File: config.mk
export PLATFORM = sky130hd
export DESIGN_NAME = az_acq_top
export DESIGN_NICKNAME = d
export VERILOG_FILES = /design/src/rtl/az_pkg.sv /design/src/rtl/adc_conv_ctl.sv /design/src/rtl/az_acq_top.sv /design/src/rtl/az_sequencer.sv
export SDC_FILE = /design/constraint.sdc
export NUM_CORES = 1
export LEC_CHECK = 0
export BUFFER_PORTS_ARGS = -buffer_cell sky130_fd_sc_hd__buf_2
export CAP_MARGIN = 20
export CORE_ASPECT_RATIO = 1.5
export CORE_MARGIN = 5
export CORE_UTILIZATION = 50
export DETAILED_ROUTE_END_ITERATION = 10
export GPL_TIMING_DRIVEN = 0
export PLACE_DENSITY = 0.68
export SYNTH_ARGS = -nofsm -noshare
export SYNTH_HDL_FRONTEND = slang
export SYNTH_SLANG_ARGS = --single-unit
File: constraint.sdc
create_clock -name clk -period 2.4 [get_ports clk]
set_input_delay 0.12 -clock clk [delete_from_list [all_inputs] [get_ports clk]]
set_output_delay 0.12 -clock clk [all_outputs]
set_load 0.1 [all_outputs]
File: src/rtl/az_pkg.sv
// shared constants and state encodings for the auto-zero acquisition core
// sequencer state codes follow the legacy numbering so existing probes still decode
// status bit 1 (4-wire) and bit 2 are reserved and stay zero in this block
package az_pkg;

  // widths of the mux code, status word and all phase/aperture counters
  parameter int AZMUX_W       = 4;
  parameter int STATUS_W      = 3;
  parameter int STATUS_HI_BIT = 0;
  parameter int CNT_W         = 24;

  // precharge switch drive levels
  parameter logic SW_PC_BOOT   = 1'b0;
  parameter logic SW_PC_SIGNAL = 1'b1;

  //////////////////////////////
  // auto-zero sequencer states
  typedef enum logic [6:0] {
    S_START        = 7'd0,
    S_HI_BOOT      = 7'd1,
    S_HI_BOOT_WAIT = 7'd15,
    S_HI_MUX       = 7'd2,
    S_HI_MUX_WAIT  = 7'd25,
    S_HI_SIG       = 7'd3,
    S_HI_SIG_WAIT  = 7'd33,
    S_HI_ACK       = 7'd34,
    S_HI_CONV      = 7'd35,
    S_LO_BOOT      = 7'd4,
    S_LO_BOOT_WAIT = 7'd45,
    S_LO_MUX       = 7'd5,
    S_LO_MUX_WAIT  = 7'd52,
    S_LO_ACK       = 7'd53,
    S_LO_CONV      = 7'd55,
    S_PARK         = 7'd60
  } az_state_t;

  // conversion controller states
  typedef enum logic [1:0] {
    C_IDLE = 2'd0,
    C_BUSY = 2'd1,
    C_DONE = 2'd2
  } adc_state_t;

endpackage

File: src/rtl/adc_conv_ctl.sv
// stand-in for the integrating ADC start/done handshake, no result data
// valid is low for APERTURE_CNT+1 cycles, timed from the drop, if trig falls within that
// APERTURE_CNT must be at least 2
`timescale 1ns/1ps

module adc_conv_ctl #(
  parameter logic [az_pkg::CNT_W-1:0] APERTURE_CNT = 24'd360000
) (
  input  logic clk,
  input  logic rst_i,
  input  logic trig_i,
  output logic valid_o
);

  az_pkg::adc_state_t        state;
  logic [az_pkg::CNT_W-1:0]  aper_cnt;

  //////////////////////////////
  // trig/valid exchange

  always_ff @(posedge clk)
  begin
    if (rst_i)
    begin
      // idle with last result counted as done
      state    <= az_pkg::C_DONE;
      valid_o  <= 1'b1;
      aper_cnt <= '0;
    end
    else
    begin
      case (state)
        // valid high until a new trigger arrives
        az_pkg::C_DONE:
          if (trig_i)
          begin
            valid_o  <= 1'b0;
            aper_cnt <= APERTURE_CNT;
            state    <= az_pkg::C_IDLE;
          end

        // acked, waiting for trig to go away
        // aperture already running so a late trig release does not stretch it
        az_pkg::C_IDLE:
        begin
          if (aper_cnt != '0)
            aper_cnt <= aper_cnt - 1'b1;
          if (!trig_i)
            state <= az_pkg::C_BUSY;
        end

        // trig ignored here, conversion cannot be restarted or cut short
        az_pkg::C_BUSY:
          if (aper_cnt == '0)
          begin
            valid_o <= 1'b1;
            state   <= az_pkg::C_DONE;
          end
          else
            aper_cnt <= aper_cnt - 1'b1;

        default:
        begin
          valid_o <= 1'b1;
          state   <= az_pkg::C_DONE;
        end
      endcase
    end
  end

endmodule

File: src/rtl/az_acq_top.sv
// auto-zero acquisition core, sequencer plus conversion controller
// all counts are in clk cycles and fixed per board through the parameters
// trig and valid come out as ports for observation only
`timescale 1ns/1ps

module az_acq_top #(
  // defaults assume a 36 MHz clk: 500 us settle, 10 ms aperture
  parameter logic [az_pkg::CNT_W-1:0]   PRECHARGE_CNT = 24'd18000,
  parameter logic [az_pkg::CNT_W-1:0]   APERTURE_CNT  = 24'd360000,
  parameter logic [az_pkg::AZMUX_W-1:0] AZMUX_HI      = 4'h1,
  parameter logic [az_pkg::AZMUX_W-1:0] AZMUX_LO      = 4'h6
) (
  input  logic                        clk,
  input  logic                        rst_i,
  input  logic                        arm_i,
  output logic                        adc_trig_o,
  output logic                        adc_valid_o,
  output logic                        sw_pc_o,
  output logic [az_pkg::AZMUX_W-1:0]  azmux_o,
  output logic [az_pkg::STATUS_W-1:0] status_o,
  output logic                        led_o,
  output logic [1:0]                  monitor_o
);

  //////////////////////////////
  // hi/lo sequencer

  az_sequencer #(
    .PRECHARGE_CNT (PRECHARGE_CNT),
    .AZMUX_HI      (AZMUX_HI),
    .AZMUX_LO      (AZMUX_LO)
  ) u_seq (
    .clk         (clk),
    .rst_i       (rst_i),
    .arm_i       (arm_i),
    .adc_valid_i (adc_valid_o),
    .adc_trig_o  (adc_trig_o),
    .sw_pc_o     (sw_pc_o),
    .azmux_o     (azmux_o),
    .status_o    (status_o),
    .led_o       (led_o),
    .monitor_o   (monitor_o)
  );

  //////////////////////////////
  // conversion controller, answers the sequencer trigger

  adc_conv_ctl #(
    .APERTURE_CNT (APERTURE_CNT)
  ) u_adc (
    .clk     (clk),
    .rst_i   (rst_i),
    .trig_i  (adc_trig_o),
    .valid_o (adc_valid_o)
  );

endmodule

File: src/rtl/az_sequencer.sv
// auto-zero hi/lo acquisition sequencer
// arm_i is asynchronous; both its edges act one cycle after the second sync register
// the hi input mux is outside this block, hi is reached through the precharge switch
// settle steps last PRECHARGE_CNT+2 cycles, conversions as long as the ADC takes
`timescale 1ns/1ps

module az_sequencer #(
  parameter logic [az_pkg::CNT_W-1:0]   PRECHARGE_CNT = 24'd18000,
  parameter logic [az_pkg::AZMUX_W-1:0] AZMUX_HI      = 4'h1,
  parameter logic [az_pkg::AZMUX_W-1:0] AZMUX_LO      = 4'h6
) (
  input  logic                        clk,
  input  logic                        rst_i,
  input  logic                        arm_i,
  input  logic                        adc_valid_i,
  output logic                        adc_trig_o,
  output logic                        sw_pc_o,
  output logic [az_pkg::AZMUX_W-1:0]  azmux_o,
  output logic [az_pkg::STATUS_W-1:0] status_o,
  output logic                        led_o,
  output logic [1:0]                  monitor_o
);

  // status word after a hi sample, all other bits zero
  localparam logic [az_pkg::STATUS_W-1:0] STATUS_HI =
    {{(az_pkg::STATUS_W-1){1'b0}}, 1'b1} << az_pkg::STATUS_HI_BIT;

  az_pkg::az_state_t          state;
  logic [az_pkg::CNT_W-1:0]   phase_cnt;

  // arm synchronizer plus one delay stage for the edge detect
  logic                       arm_meta;
  logic                       arm_sync;
  logic                       arm_sync_q;
  logic                       arm_rise;
  logic                       arm_fall;

  //////////////////////////////
  // arm input sampling

  always_ff @(posedge clk)
  begin
    if (rst_i)
    begin
      arm_meta   <= 1'b0;
      arm_sync   <= 1'b0;
      arm_sync_q <= 1'b0;
    end
    else
    begin
      arm_meta   <= arm_i;
      arm_sync   <= arm_meta;
      arm_sync_q <= arm_sync;
    end
  end

  assign arm_rise = arm_sync & ~arm_sync_q;
  assign arm_fall = ~arm_sync & arm_sync_q;

  // scope lines: trigger, and mux sitting on the hi code
  assign monitor_o[0] = adc_trig_o;
  assign monitor_o[1] = (azmux_o == AZMUX_HI);

  //////////////////////////////
  // hi/lo cycle

  always_ff @(posedge clk)
  begin
    if (rst_i)
    begin
      state      <= az_pkg::S_PARK;
      phase_cnt  <= '0;
      adc_trig_o <= 1'b0;
      sw_pc_o    <= az_pkg::SW_PC_BOOT;
      azmux_o    <= AZMUX_LO;
      status_o   <= '0;
      led_o      <= 1'b0;
    end
    else
    begin
      // one shared countdown, parked at zero between phases
      if (phase_cnt != '0)
        phase_cnt <= phase_cnt - 1'b1;

      if (arm_rise)
        // restart from any state, even mid-conversion
        state <= az_pkg::S_START;
      else if (arm_fall)
      begin
        // park: drop trigger and protect the signal at once, mux stays put
        state      <= az_pkg::S_PARK;
        adc_trig_o <= 1'b0;
        sw_pc_o    <= az_pkg::SW_PC_BOOT;
        led_o      <= 1'b0;
      end
      else
      begin
        case (state)
          az_pkg::S_PARK:
            ;

          // single cycle entry, handy as a marker on the trigger line
          az_pkg::S_START:
          begin
            adc_trig_o <= 1'b0;
            led_o      <= 1'b0;
            state      <= az_pkg::S_HI_BOOT;
          end

          // precharge switch to boot before the mux moves
          az_pkg::S_HI_BOOT:
          begin
            sw_pc_o   <= az_pkg::SW_PC_BOOT;
            phase_cnt <= PRECHARGE_CNT;
            state     <= az_pkg::S_HI_BOOT_WAIT;
          end
          az_pkg::S_HI_BOOT_WAIT:
            if (phase_cnt == '0)
              state <= az_pkg::S_HI_MUX;

          // mux to hi, signal still shielded by the boot level
          az_pkg::S_HI_MUX:
          begin
            azmux_o   <= AZMUX_HI;
            phase_cnt <= PRECHARGE_CNT;
            state     <= az_pkg::S_HI_MUX_WAIT;
          end
          az_pkg::S_HI_MUX_WAIT:
            if (phase_cnt == '0)
              state <= az_pkg::S_HI_SIG;

          // release to signal, let the sig/boot offset settle
          az_pkg::S_HI_SIG:
          begin
            sw_pc_o   <= az_pkg::SW_PC_SIGNAL;
            phase_cnt <= PRECHARGE_CNT;
            state     <= az_pkg::S_HI_SIG_WAIT;
          end
          az_pkg::S_HI_SIG_WAIT:
            if (phase_cnt == '0)
            begin
              adc_trig_o <= 1'b1;
              state      <= az_pkg::S_HI_ACK;
            end

          // adc acks by dropping valid
          az_pkg::S_HI_ACK:
            if (!adc_valid_i)
            begin
              adc_trig_o <= 1'b0;
              led_o      <= 1'b1;
              state      <= az_pkg::S_HI_CONV;
            end

          // status only moves once the sample is done, leaves a full cycle to read it
          az_pkg::S_HI_CONV:
            if (adc_valid_i)
            begin
              status_o <= STATUS_HI;
              state    <= az_pkg::S_LO_BOOT;
            end

          //////////////////////////////
          // lo half, switch stays on boot throughout

          az_pkg::S_LO_BOOT:
          begin
            sw_pc_o   <= az_pkg::SW_PC_BOOT;
            phase_cnt <= PRECHARGE_CNT;
            state     <= az_pkg::S_LO_BOOT_WAIT;
          end
          az_pkg::S_LO_BOOT_WAIT:
            if (phase_cnt == '0)
              state <= az_pkg::S_LO_MUX;

          az_pkg::S_LO_MUX:
          begin
            azmux_o   <= AZMUX_LO;
            phase_cnt <= PRECHARGE_CNT;
            state     <= az_pkg::S_LO_MUX_WAIT;
          end
          az_pkg::S_LO_MUX_WAIT:
            if (phase_cnt == '0)
            begin
              adc_trig_o <= 1'b1;
              state      <= az_pkg::S_LO_ACK;
            end

          az_pkg::S_LO_ACK:
            if (!adc_valid_i)
            begin
              adc_trig_o <= 1'b0;
              led_o      <= 1'b0;
              state      <= az_pkg::S_LO_CONV;
            end

          // lo sample done, go round again through boot
          az_pkg::S_LO_CONV:
            if (adc_valid_i)
            begin
              status_o <= '0;
              state    <= az_pkg::S_HI_BOOT;
            end

          default:
            state <= az_pkg::S_PARK;
        endcase
      end
    end
  end

endmodule

== Yosys cells after proc, flatten, opt, wreduce, memory -nomap -nowiden ==
Index checks and enable logic that the tools add are counted.

* $add $sub $neg: 2
* Multiply operators: 0
* Divide/modulo/power cells: 0
* Order comparisons: 0
* Eq/ne operators: 46
* Shift operators: 0
* Multiplexer cells: 40
* Bitwise operators: 8
* Reduce and logical (&&, ||, !) cells: 27

{| class="wikitable"
|+ Operators by type and width
! cell !! count
|-
| 2-to-1 mux 24 bit || 7
|-
| one-hot mux 7 bit (16 select lines) || 1
|-
| one-hot mux 24 bit (3 select lines) || 1
|-
| 2-to-1 mux 7 bit || 9
|-
| == test 7 x 6 -> 1 bit (second input constant) || 8
|-
| logical NOT 24 bit || 2
|-
| nonzero test 24 bit || 2
|-
| subtractor 24 x 1 -> 24 bit (second input constant) || 2
|-
| inequality test 4 x 1 -> 1 bit (second input constant) || 7
|-
| AND reduction 10 bit || 2
|-
| inequality test 2 x 1 -> 1 bit (second input constant) || 9
|-
| == test 7 x 2 -> 1 bit (second input constant) || 2
|-
| == test 7 x 3 -> 1 bit (second input constant) || 2
|-
| 2-to-1 mux 6 bit || 2
|-
| AND reduction 4 bit || 3
|-
| inequality test 2 bit (second input constant) || 5
|-
| inequality test 3 bit (second input constant) || 3
|-
| one-hot mux 1 bit (3 select lines) || 3
|-
| AND reduction 3 bit || 3
|-
| 2-to-1 mux 1 bit || 8
|-
| inequality test 4 bit (second input constant) || 2
|-
| one-hot mux 4 bit (2 select lines) || 1
|-
| nonzero test 4 bit || 2
|-
| == test 7 x 1 -> 1 bit (second input constant) || 1
|-
| other kinds (22) || 36
|}

* Register bits: 71
* Bits in latches: 0
* Bits in writable memories: 0
* ROM bits: 0
* Input bits: 3
* Output and inout port bits: 13
* Word-level logic and storage cells: 137
* Memories: 0

== Depth between registers and ports, before layout ==
Gate-level depths: netlist of the first run.

* Word-level depth: 5
* Depth in mapped cells: 9
* Mapped depth without buffers: 7

== Cells and area by module ==
Synthesis of the first run repeated with hierarchy kept, for this count alone.

* Cells, all modules: 490
* Area, all modules: 4012.6 um2

{| class="wikitable"
|+ By module, submodules not included
! module !! times used !! cells an instance !! area each (um2) !! seq. area each (um2)
|-
| az_sequencer || 1 || 331 || 2640.0 || 780.7
|-
| adc_conv_ctl || 1 || 159 || 1372.6 || 540.5
|}

== Worst setup path after synthesis of the first run ==
OpenSTA, ideal clock, no wires.

* Path type: register -> output
* From: register u_seq.azmux_o[0] in the netlist's numbering
* To: output port monitor_o[1]
* Arrival time: 2.392 ns
* Required time: 2.280 ns
* Slack: -0.112 ns
* Cell stages (with the launch flop): 2
* Buffers on the path: 0
* Cells stage by stage: dfxtp_1 > nor2b_1

* Word-level cells in the longest chain between the ends: 1

{| class="wikitable"
|+ Ends and longest elaborated chain
! item !! line !! text
|-
| start, declared || az_sequencer.sv:18 || <nowiki>output logic [az_pkg::AZMUX_W-1:0] azmux_o,</nowiki>
|-
| start signal, assigned || az_sequencer.sv:75 || <nowiki>azmux_o <= AZMUX_LO;</nowiki>
|-
| start signal, assigned || az_sequencer.sv:124 || <nowiki>azmux_o <= AZMUX_HI;</nowiki>
|-
| start signal, assigned || az_sequencer.sv:178 || <nowiki>azmux_o <= AZMUX_LO;</nowiki>
|-
| == test 4 x 1 -> 1 bit || az_sequencer.sv:62 || <nowiki>assign monitor_o[1] = (azmux_o == AZMUX_HI);</nowiki>
|-
| end, declared || az_acq_top.sv:22 || <nowiki>output logic [1:0] monitor_o</nowiki>
|}

No other way between the ends.

== Final worst setup path of the first run ==
* From: register u_adc.aper_cnt[9] in the netlist's numbering
* To: register u_adc.aper_cnt[14] in the netlist's numbering

* Word-level cells in the longest chain between the ends: 3
* Elaborated cells on any way between the ends: 9
* Those cells by class: 1 x add/sub; 2 x eq/ne; 3 x mux; 3 x reduce/logical

{| class="wikitable"
|+ Ends and longest elaborated chain
! item !! line !! text
|-
| start, declared || adc_conv_ctl.sv:16 || <nowiki>logic [az_pkg::CNT_W-1:0] aper_cnt;</nowiki>
|-
| start signal, assigned || adc_conv_ctl.sv:47 || <nowiki>aper_cnt <= aper_cnt - 1'b1;</nowiki>
|-
| start signal, assigned || adc_conv_ctl.sv:60 || <nowiki>aper_cnt <= aper_cnt - 1'b1;</nowiki>
|-
| subtractor 24 x 1 -> 24 bit, or another cell as far along || adc_conv_ctl.sv:47, adc_conv_ctl.sv:60 ||
|-
| 2-to-1 mux 24 bit, or another cell as far along || adc_conv_ctl.sv:54 || <nowiki>if (aper_cnt == '0)</nowiki>
|-
| one-hot mux 24 bit (3 select lines) / AND reduction 4 bit (equally long branches) || n/a ||
|}

Parallel ways exist; a longest one is shown, timed or not. The select of a mux whose other input is x is not followed.
A chain may end at the register's enable or synchronous reset.

==> flow_summary.ini, run 1 <==
[routing]
dr_wl_met2_um = 5500
routed_wl_um = 10600
wl_met3_um = 515
first_iter_violations = 295
drc = 0
m1WireLength_um = 4230
wl_per_cell_um = 16.9
via_per_inst = 6.27
drtAntennaViolNets = 0
routed.top_layer = met4
firstDrtPassIters = 5
vias = 3953

[setup_path]
cp-start-kind = register
critPathCaptureType = register
critPathMaxFanout = 10
crit_arrival_ps = 2590
worstPathRequired_ps = 2650
worstSetupPathType = reg -> reg

[logic_synthesis]
yosysUniqueCellTypes = 63
synthFlopType = dfxtp_1
yosysTopAreaCell = dfxtp_1
seq_area_frac_synth = 0.332
synthCells = 492
netlist_top_cells_count = dfxtp_1 (66), nor2_1 (49), a21oi_1 (33)
synthTopCellsByArea = dfxtp_1 (33%), nor2_1 (4.6%), a21oi_1 (4.1%)
mappedNetlistArea_mm2 = 0.00398
yosys_warnings = 0
synth_seq_cells = 66
synth_edf_count = 0
synth_compound_area_frac = 0.189
synth_top_family_by_area = simple AND/OR/NAND/NOR gates
yosysMostFrequentCell = dfxtp_1
synth_top_cell_area_share = 0.332
synth_simple_gate_area_frac = 0.325
synth_adder_area_share = 0.0157
avgSynthCellArea_um2 = 8.09
muxShareOfSynthArea = 0.0126
async_flop_share = 0
synthXorXnorAreaFrac = 0.0660

[power_and_ir_drop]
seqPwrFrac = 0.278
p_sw_mw = 2.34
ir_drop_v = 0.000673
p_clk_frac = 0.222
power.density_mw_per_mm2 = 1210
power_leakage_nw = 1.78
p_comb_frac = 0.500
p_int_mw = 3.27
switching_share = 0.418

[final_layout]
drive_gt1_frac = 0.170
final_net_count = 528
final_area_mm2 = 0.00463
register_area_mm2 = 0.00132
antenna_cells = 0
multi_input_area_mm2 = 0.00253
area_growth_pct = 16.3
final-instance-count-excl-fill = 630
n_fill_cell = 767

[sta]
slew_headroom = 0.497
min_period_ps = 2340
rsz0062_at_grt = true
fin_skew_ps = 10.4
setup_ws_ps = 59.3
tns_ps = 0
timing.final.crit_share = 0.975
fmax_mhz = 427
maxSlewViolCount = 0
finalHoldViolations = 0
worst-slew-pin-transition_ps = 744
setup_violations = 0

[floorplanning]
die_x_um = 82.8
design.core.area_mm2 = 0.00791
rows = 40
die_y_um = 119
start_util = 0.503
io_pins = 16
fp.dieArea_mm2 = 0.00988

[run_status]
status = complete, no violations

[placement]
place_congestion = 0.951
place_hpwl_um = 7720
placed_cells = 610
dp_slack_ps = -329
port_buffers = 11
place_area_mm2 = 0.00418

[global_route]
grt_pass1_wl_um = 17900
antenna_found_initial = 0
overflow = 0
grt_pass1_vias = 3840
grt_util_all_layers = 0.217
grt_start_max_net_pins = 12

[clock_network]
cts-root-buf = clkbuf_16
clkTransAtPathRegs_ps = 60
cts.sinks = 66
cts_tree = yes
cts-buffers-inserted = 9
clock_path_buffers = 2
insertion_delay_ps = 330
htree_levels = 3
cts_hold_buf = 0

[hold_path]
hp-class = in -> reg

[run]
max_cap_viol_count = 0
## state kept, by name (all words and copies together), names as in the netlist
register          count
u_seq.status_o        1
u_seq.azmux_o         2
u_seq.arm_sync_q      1
u_adc.aper_cnt       24
u_adc.state           2
u_seq.adc_trig_o      1
u_seq.arm_meta        1
u_adc.valid_o         1
u_seq.arm_sync        1
u_seq.sw_pc_o         1
u_seq.phase_cnt      24
u_seq.led_o           1
u_seq.state           6
## critical path, stage by stage, from the launching register on
cell and delay (ps):
dfxtp_1 360, or4_4 570, or4b_4 540, buf_6 160, or4_1 470, a31oi_1 170
## timing repair
action | CTS | global route
gates cloned | 0 | 0
hold endpoints to repair | 0 | 0
gates resized for setup | 15 | 26
pin swaps | 0 | 5
endpoints found under the setup margin | 41 | 39
setup buffers | 0 | 8
## worst paths after layout
kind / start / end / slack (ps) / cells after the start
worst max-delay path: u_adc.aper_cnt[9] / u_adc.aper_cnt[14] / 60 / 5
worst min register to register: u_seq.arm_meta / u_seq.arm_sync / 440 / 1
worst max register to register: u_adc.aper_cnt[9] / u_adc.aper_cnt[14] / 60 / 5
worst min-delay path: arm_i / u_seq.arm_meta / 20 / 2
## power groups by stage
stage / clock, mW / sequential, mW / combinational [mW]
finish: 1.25 / 1.56 / 2.81
global route: 1.32 / 1.60 / 3.10
CTS: 1.27 / 1.51 / 2.61
detailed placement: 0 / 1.53 / 2.52
global placement: 0 / 1.52 / 2.49
floorplan: 0 / 1.49 / 2.03
## area by class of cell
| cell class | count | area share |
|---|---|---|
| multi-input cells | 375 | 0.546 |
| flip-flops and latches | 66 | 0.286 |
| clock buffers | 13 | 0.0584 |
| plain buffers | 35 | 0.0405 |
| well taps | 105 | 0.0284 |
| repair buffers | 19 | 0.0249 |
| inverters | 14 | 0.0114 |
| clock inverters | 3 | 0.00486 |
## kinds of logic (layout without fill, tap and decap cells)
group                      after synthesis  in the layout
adders and majority gates                5              5
other                                    1              3
muxes                                    5              5
buffers and inverters                   53             84
DFF                                     66             66
AOI/OAI and AO/OA                      113            113
xor gates and xnor gates                30             30
and+or+nand+nor                        219            219
## placed cells by master (no fill, tap or decap), drive strengths merged, types with 16 or more instances in the layout
cell / instances
dfxtp: 66
nor2: 49
clkbuf: 36
a21oi: 33
buf: 31
nor3: 25
nand2: 24
or4: 23
o21ai: 20
xnor2: 16
nor4: 16
## stage by stage
stage	util	hold WS [ps]	power (mW)
finish	0.585	22.9	5.61
global route	0.585	50.1	6.02
CTS	0.571	27.3	5.39
detailed placement	0.528	370	4.05
global placement	0.528	356	4.01
floorplan	-	248	3.52
## layer usage
layer | track usage | vias to the layer above
met5 | 0 | -
met4 | 0.109 | 0
met3 | 0.0394 | 32
met2 | 0.389 | 149
met1 | 0.243 | 1851
li1 | - | 1921
No activity file was read; power rests on OpenSTA's default activity.
==> run 2: changes to the inputs <==
CORE_UTILIZATION = 56   (was 50)
PLACE_DENSITY = 0.87   (was 0.68)
==> run 2 against run 1 <==
The flow now finishes with violations (negative setup slack); sequential share of layout area increased by 0.90 points; first-iteration DRC count increased by 18%; combinational power decreased by 1%; final area decreased by 2.8%; die area decreased by 9.6%; wire length increased by 1.8%; critical path depth unchanged; final cell count decreased by 4.6%; flip-flop and latch count unchanged; clock power decreased by 17%; clock-buffer cell count decreased by 2.
==> flow_summary.ini, run 2 (synthesis gave the netlist of run 1 again) <==
[run_status]
status = finished, violations left
violations = negative setup slack

[setup_path]
crit_path_max_incr_delay_ps = 660
critPathMaxFanout = 5
crit_arrival_ps = 2650
path_cells = or4_1 > nor4_2 > a21boi_1 > a21o_1 > a221o_1
critPathCaptureType = register
cp-start-kind = register
worstPathRequired_ps = 2640
crit_slowest_cell = or4_1
worstSetupPathType = reg -> reg

[sta]
setup_ws_ps = -15.3
fmax_mhz = 414
setup_violations = 1
hold_ws_ps = 24.2
fin_skew_ps = 5.04
rsz0062_at_grt = true
maxSlewViolCount = 0
timing.final.crit_share = 1.01
finalHoldViolations = 0
slew_headroom = 0.608
min_period_ps = 2420
worst-slew-pin-transition_ps = 573

[placement]
place_hpwl_um = 7660
place_congestion = 0.952
dp_slack_ps = -337
place_area_mm2 = 0.00414
placed_cells = 583
port_buffers = 11

[clock_network]
cts.sinks = 66
cts_hold_buf = 0
cts_tree = yes
cts-buffers-inserted = 9
clock_path_buffers = 2
htree_levels = 3
insertion_delay_ps = 350
cts-root-buf = clkbuf_8
clkTransAtPathRegs_ps = 70

[power_and_ir_drop]
switching_share = 0.434
ir_drop_v = 0.000829
p_comb_frac = 0.519
p_int_mw = 3.02
p_clk_frac = 0.195
power_leakage_nw = 1.74
power.density_mw_per_mm2 = 1180
p_sw_mw = 2.32
seqPwrFrac = 0.287

[floorplanning]
design.core.area_mm2 = 0.00690
die_y_um = 113
io_pins = 16
fp.dieArea_mm2 = 0.00893
die_x_um = 78.8
rows = 37
start_util = 0.577

[final_layout]
layout_commonest_cell = dfxtp_1
finalCoreUtilization = 0.652
n_fill_cell = 546
final_area_mm2 = 0.00450
final-instance-count-excl-fill = 601
top_regs = u_adc.aper_cnt x24, u_seq.phase_cnt x24, u_seq.state x6
final_net_count = 526
antenna_cells = 0
drive_gt1_frac = 0.166
area_growth_pct = 13.1
mostFrequentLayoutCells = dfxtp_1 (62), nor2_1 (49), a21oi_1 (33)

[routing]
vias = 4089
firstDrtPassIters = 6
wl_per_cell_um = 18.0
via_per_inst = 6.80
routed_wl_um = 10800
drc = 0
first_iter_violations = 349
drtAntennaViolNets = 0

[global_route]
use_met2 = 0.450
grt_pass1_wl_um = 17700
grt_start_max_net_pins = 12
grt_pass1_vias = 3822
top_usage_layer = met2
antenna_found_initial = 0
grt_util_all_layers = 0.246
grt_util_met3 = 0.0446
overflow = 0
met1_usage = 0.265

[run]
max_cap_viol_count = 0

[hold_path]
hp-class = in -> reg
run 2: cell count changes in the layout (fill, tap and decap cells not counted), moves of 3 or more:
cell	delta
dfxtp_1	-3
clkbuf_8	+7
clkbuf_16	-9
buf_4	-5
dfxtp_2	+3
run 2: final timing paths:
check,start,endpoint,slack [ps],cells after the start
setup / recovery,u_seq.phase_cnt[18],u_seq.state[2],-20,5
hold / removal,arm_i,u_seq.arm_meta,20,2
setup reg to reg,u_seq.phase_cnt[18],u_seq.state[2],-20,5
hold reg to reg,u_seq.arm_meta,u_seq.arm_sync,450,1
run 2: through the flow:
| stage | power (mW) | TNS [ps] |
|---|---|---|
| after global placement | 3.99 | -4060 |
| final | 5.33 | -15.3 |
| after global routing | 5.67 | -186 |
| after detailed placement | 4.08 | -5110 |
| after floorplan | 3.52 | 0 |
| after CTS | 5.19 | -43.1 |
run 2: final cells by class:
type,instances,area [µm²],share of cell area
flip-flops and latches,66,1330,0.295
clock buffers,11,141,0.0314
plain buffers,37,199,0.0442
well taps,78,97.6,0.0217
clock inverters,5,77.6,0.0172
inverters,14,52.6,0.0117
repair buffers,15,85.1,0.0189
multi-input cells,375,2520,0.560
run 2: power groups by stage:
stage	Clock (mW)	Combinational [mW]	Sequential, mW
3_3_place_gp	0	2.48	1.51
2_1_floorplan	0	2.03	1.49
5_1_grt	1.10	3.01	1.55
6_report	1.04	2.77	1.53
3_5_place_dp	0	2.55	1.53
4_1_cts	1.05	2.64	1.51
run 2: routing by layer:
metal	wire (µm)	up-vias
li1	-	1897
met1	4180	1952
met2	5660	190
met3	543	50
met4	435	0
met5	0	-
run 2: repair_timing:
| action | 4_1_cts | 5_1_grt |
|---|---|---|
| setup endpoints to repair | 47 | 37 |
| resized for setup | 17 | 29 |
| endpoints found under the hold margin | 0 | 0 |
| pin swaps | 1 | 2 |
| setup buffers | 1 | 3 |
run 2: worst max-delay path: cells and delay by family (launching register included):
kind | cells | cell delay [ps]
compound gates | 3 | 880
flops | 1 | 350
simple gates | 2 | 1060
==> run 3: changes to the inputs <==
BUFFER_PORTS_ARGS = default   (was -buffer_cell sky130_fd_sc_hd__buf_2)
CORE_UTILIZATION = 58   (was 56)
DONT_BUFFER_PORTS = 1   (was default)
==> run 3 against run 2 <==
The flow still finishes with violations (negative setup slack); wire length is 6.7% higher; flip-flop and latch count stayed put; first-iteration DRC count rose by 61%; largest power group unchanged; clock-buffer cell count grew 3; final cell count decreased by 0.33%; sequential power about the same; register-to-register slack about the same; via count is 2.0% higher; largest cell class unchanged.
==> flow_summary.ini, run 3 (synthesis gave the netlist of run 1 again) <==
[floorplanning]
die_y_um = 111
io_pins = 16
die_x_um = 77.6
rows = 37
fp.dieArea_mm2 = 0.00865
design.core.area_mm2 = 0.00676
start_util = 0.589

[sta]
slew_headroom = 0.272
tns_ps = -21.9
fin_skew_ps = 4.38
rsz0062_at_grt = true
min_period_ps = 2420
finalHoldViolations = 0
setup_violations = 1
setup_ws_ps = -21.9
timing.final.crit_share = 1.01
maxSlewViolCount = 0
fmax_mhz = 413
worst-slew-pin-transition_ps = 1090

[routing]
firstDrtPassIters = 6
vias = 4170
drc = 0
wl_per_cell_um = 19.3
first_iter_violations = 562
drtAntennaViolNets = 0
via_per_inst = 6.96
routed_wl_um = 11500

[final_layout]
mostFrequentLayoutCells = dfxtp_1 (60), nor2_1 (49), a21oi_1 (33)
drive_gt1_frac = 0.169
final-instance-count-excl-fill = 599
finalCoreUtilization = 0.671
layout_commonest_cell = dfxtp_1
area_growth_pct = 14.0
n_fill_cell = 501
final_area_mm2 = 0.00454
top_regs = u_adc.aper_cnt x24, u_seq.phase_cnt x24, u_seq.state x6
final_net_count = 524
multi_input_area_mm2 = 0.00255
register_area_mm2 = 0.00133
antenna_cells = 0

[global_route]
grt_pass1_wl_um = 18500
overflow = 0
antenna_found_initial = 0
grt_start_max_net_pins = 11
grt_pass1_vias = 3991
grt_util_all_layers = 0.258

[placement]
place_area_mm2 = 0.00409
place_hpwl_um = 7670
port_buffers = 0
place_congestion = 0.973
placed_cells = 572

[setup_path]
crit_path_max_incr_delay_ps = 520
critPathMaxFanout = 8
path_cells = or4_1 > clkbuf_4 > nor4_4 > a21boi_1 > a21o_1 > a221o_1
critPathCaptureType = register
worstSetupPathType = reg -> reg
crit_arrival_ps = 2640
worstPathRequired_ps = 2620
crit_slowest_cell = or4_1
cp-start-kind = register

[clock_network]
insertion_delay_ps = 340
htree_levels = 3
clkTransAtPathRegs_ps = 70
cts_tree = yes
cts-buffers-inserted = 9
cts-root-buf = clkbuf_8
clock_path_buffers = 2
cts.sinks = 66

[hold_path]
hp-class = in -> reg

[run]
max_cap_viol_count = 0

[run_status]
violations = negative setup slack
status = finished, violations left

[power_and_ir_drop]
power.density_mw_per_mm2 = 1200
ir_drop_v = 0.000607
power.total_mw = 5.43
power_leakage_nw = 1.74
## run 3: routing by layer
metal / wire [µm] / GRT usage / vias up
met5: 0 / 0 / -
met2: 5950 / 0.446 / 211
met1: 4300 / 0.278 / 1988
met4: 672 / 0.163 / 0
met3: 630 / 0.0550 / 72
li1: - / - / 1899
## run 3: path summary, 6_finish.rpt
| check | from | end | depth (start not counted) | slack (ps) |
|---|---|---|---|---|
| max | u_seq.phase_cnt[7] | u_seq.state[2] | 6 | -20 |
| min reg2reg | u_seq.arm_meta | u_seq.arm_sync | 1 | 460 |
| max reg2reg | u_seq.phase_cnt[7] | u_seq.state[2] | 6 | -20 |
| min | rst_i | u_seq.arm_meta | 2 | 180 |
## run 3: critical path: cells and delay by family, from the launching register on
family	cells	cell delay, ps
flops	1	320
simple gates	2	870
buf+inv	1	200
compound gates	3	900
## run 3: where the power goes
group	switching, mW	internal, mW
sequential	0.251	1.31
combinational	1.73	1.19
clock	0.406	0.536
total	2.39	3.04
## run 3: final cells by class
cell class | count | share of cell area
Multi-Input combinational cell | 375 | 0.563
Sequential cell | 66 | 0.293
Clock inverter | 2 | 0.00772
Buffer | 36 | 0.0447
Tap cell | 78 | 0.0215
Inverter | 14 | 0.0116
Clock buffer | 14 | 0.0358
Timing Repair Buffer | 14 | 0.0232
## run 3: timing repair
item | in CTS | in global routing
resized for setup | 20 | 39
hold buffers | 1 | 0
pin swaps | 1 | 7
setup endpoints to repair | 50 | 39
setup buffers | 3 | 9
endpoints found under the hold margin | 1 | 0
cloned | 0 | 1
## run 3: per-stage QoR
step / worst slack [ps] / hold WS (ps)
2_1_floorplan: 152 / 248
3_3_place_gp: -317 / 254
3_5_place_dp: -322 / 254
4_1_cts: 6.43 / 164
5_1_grt: -92.6 / 189
6_report: -21.9 / 177
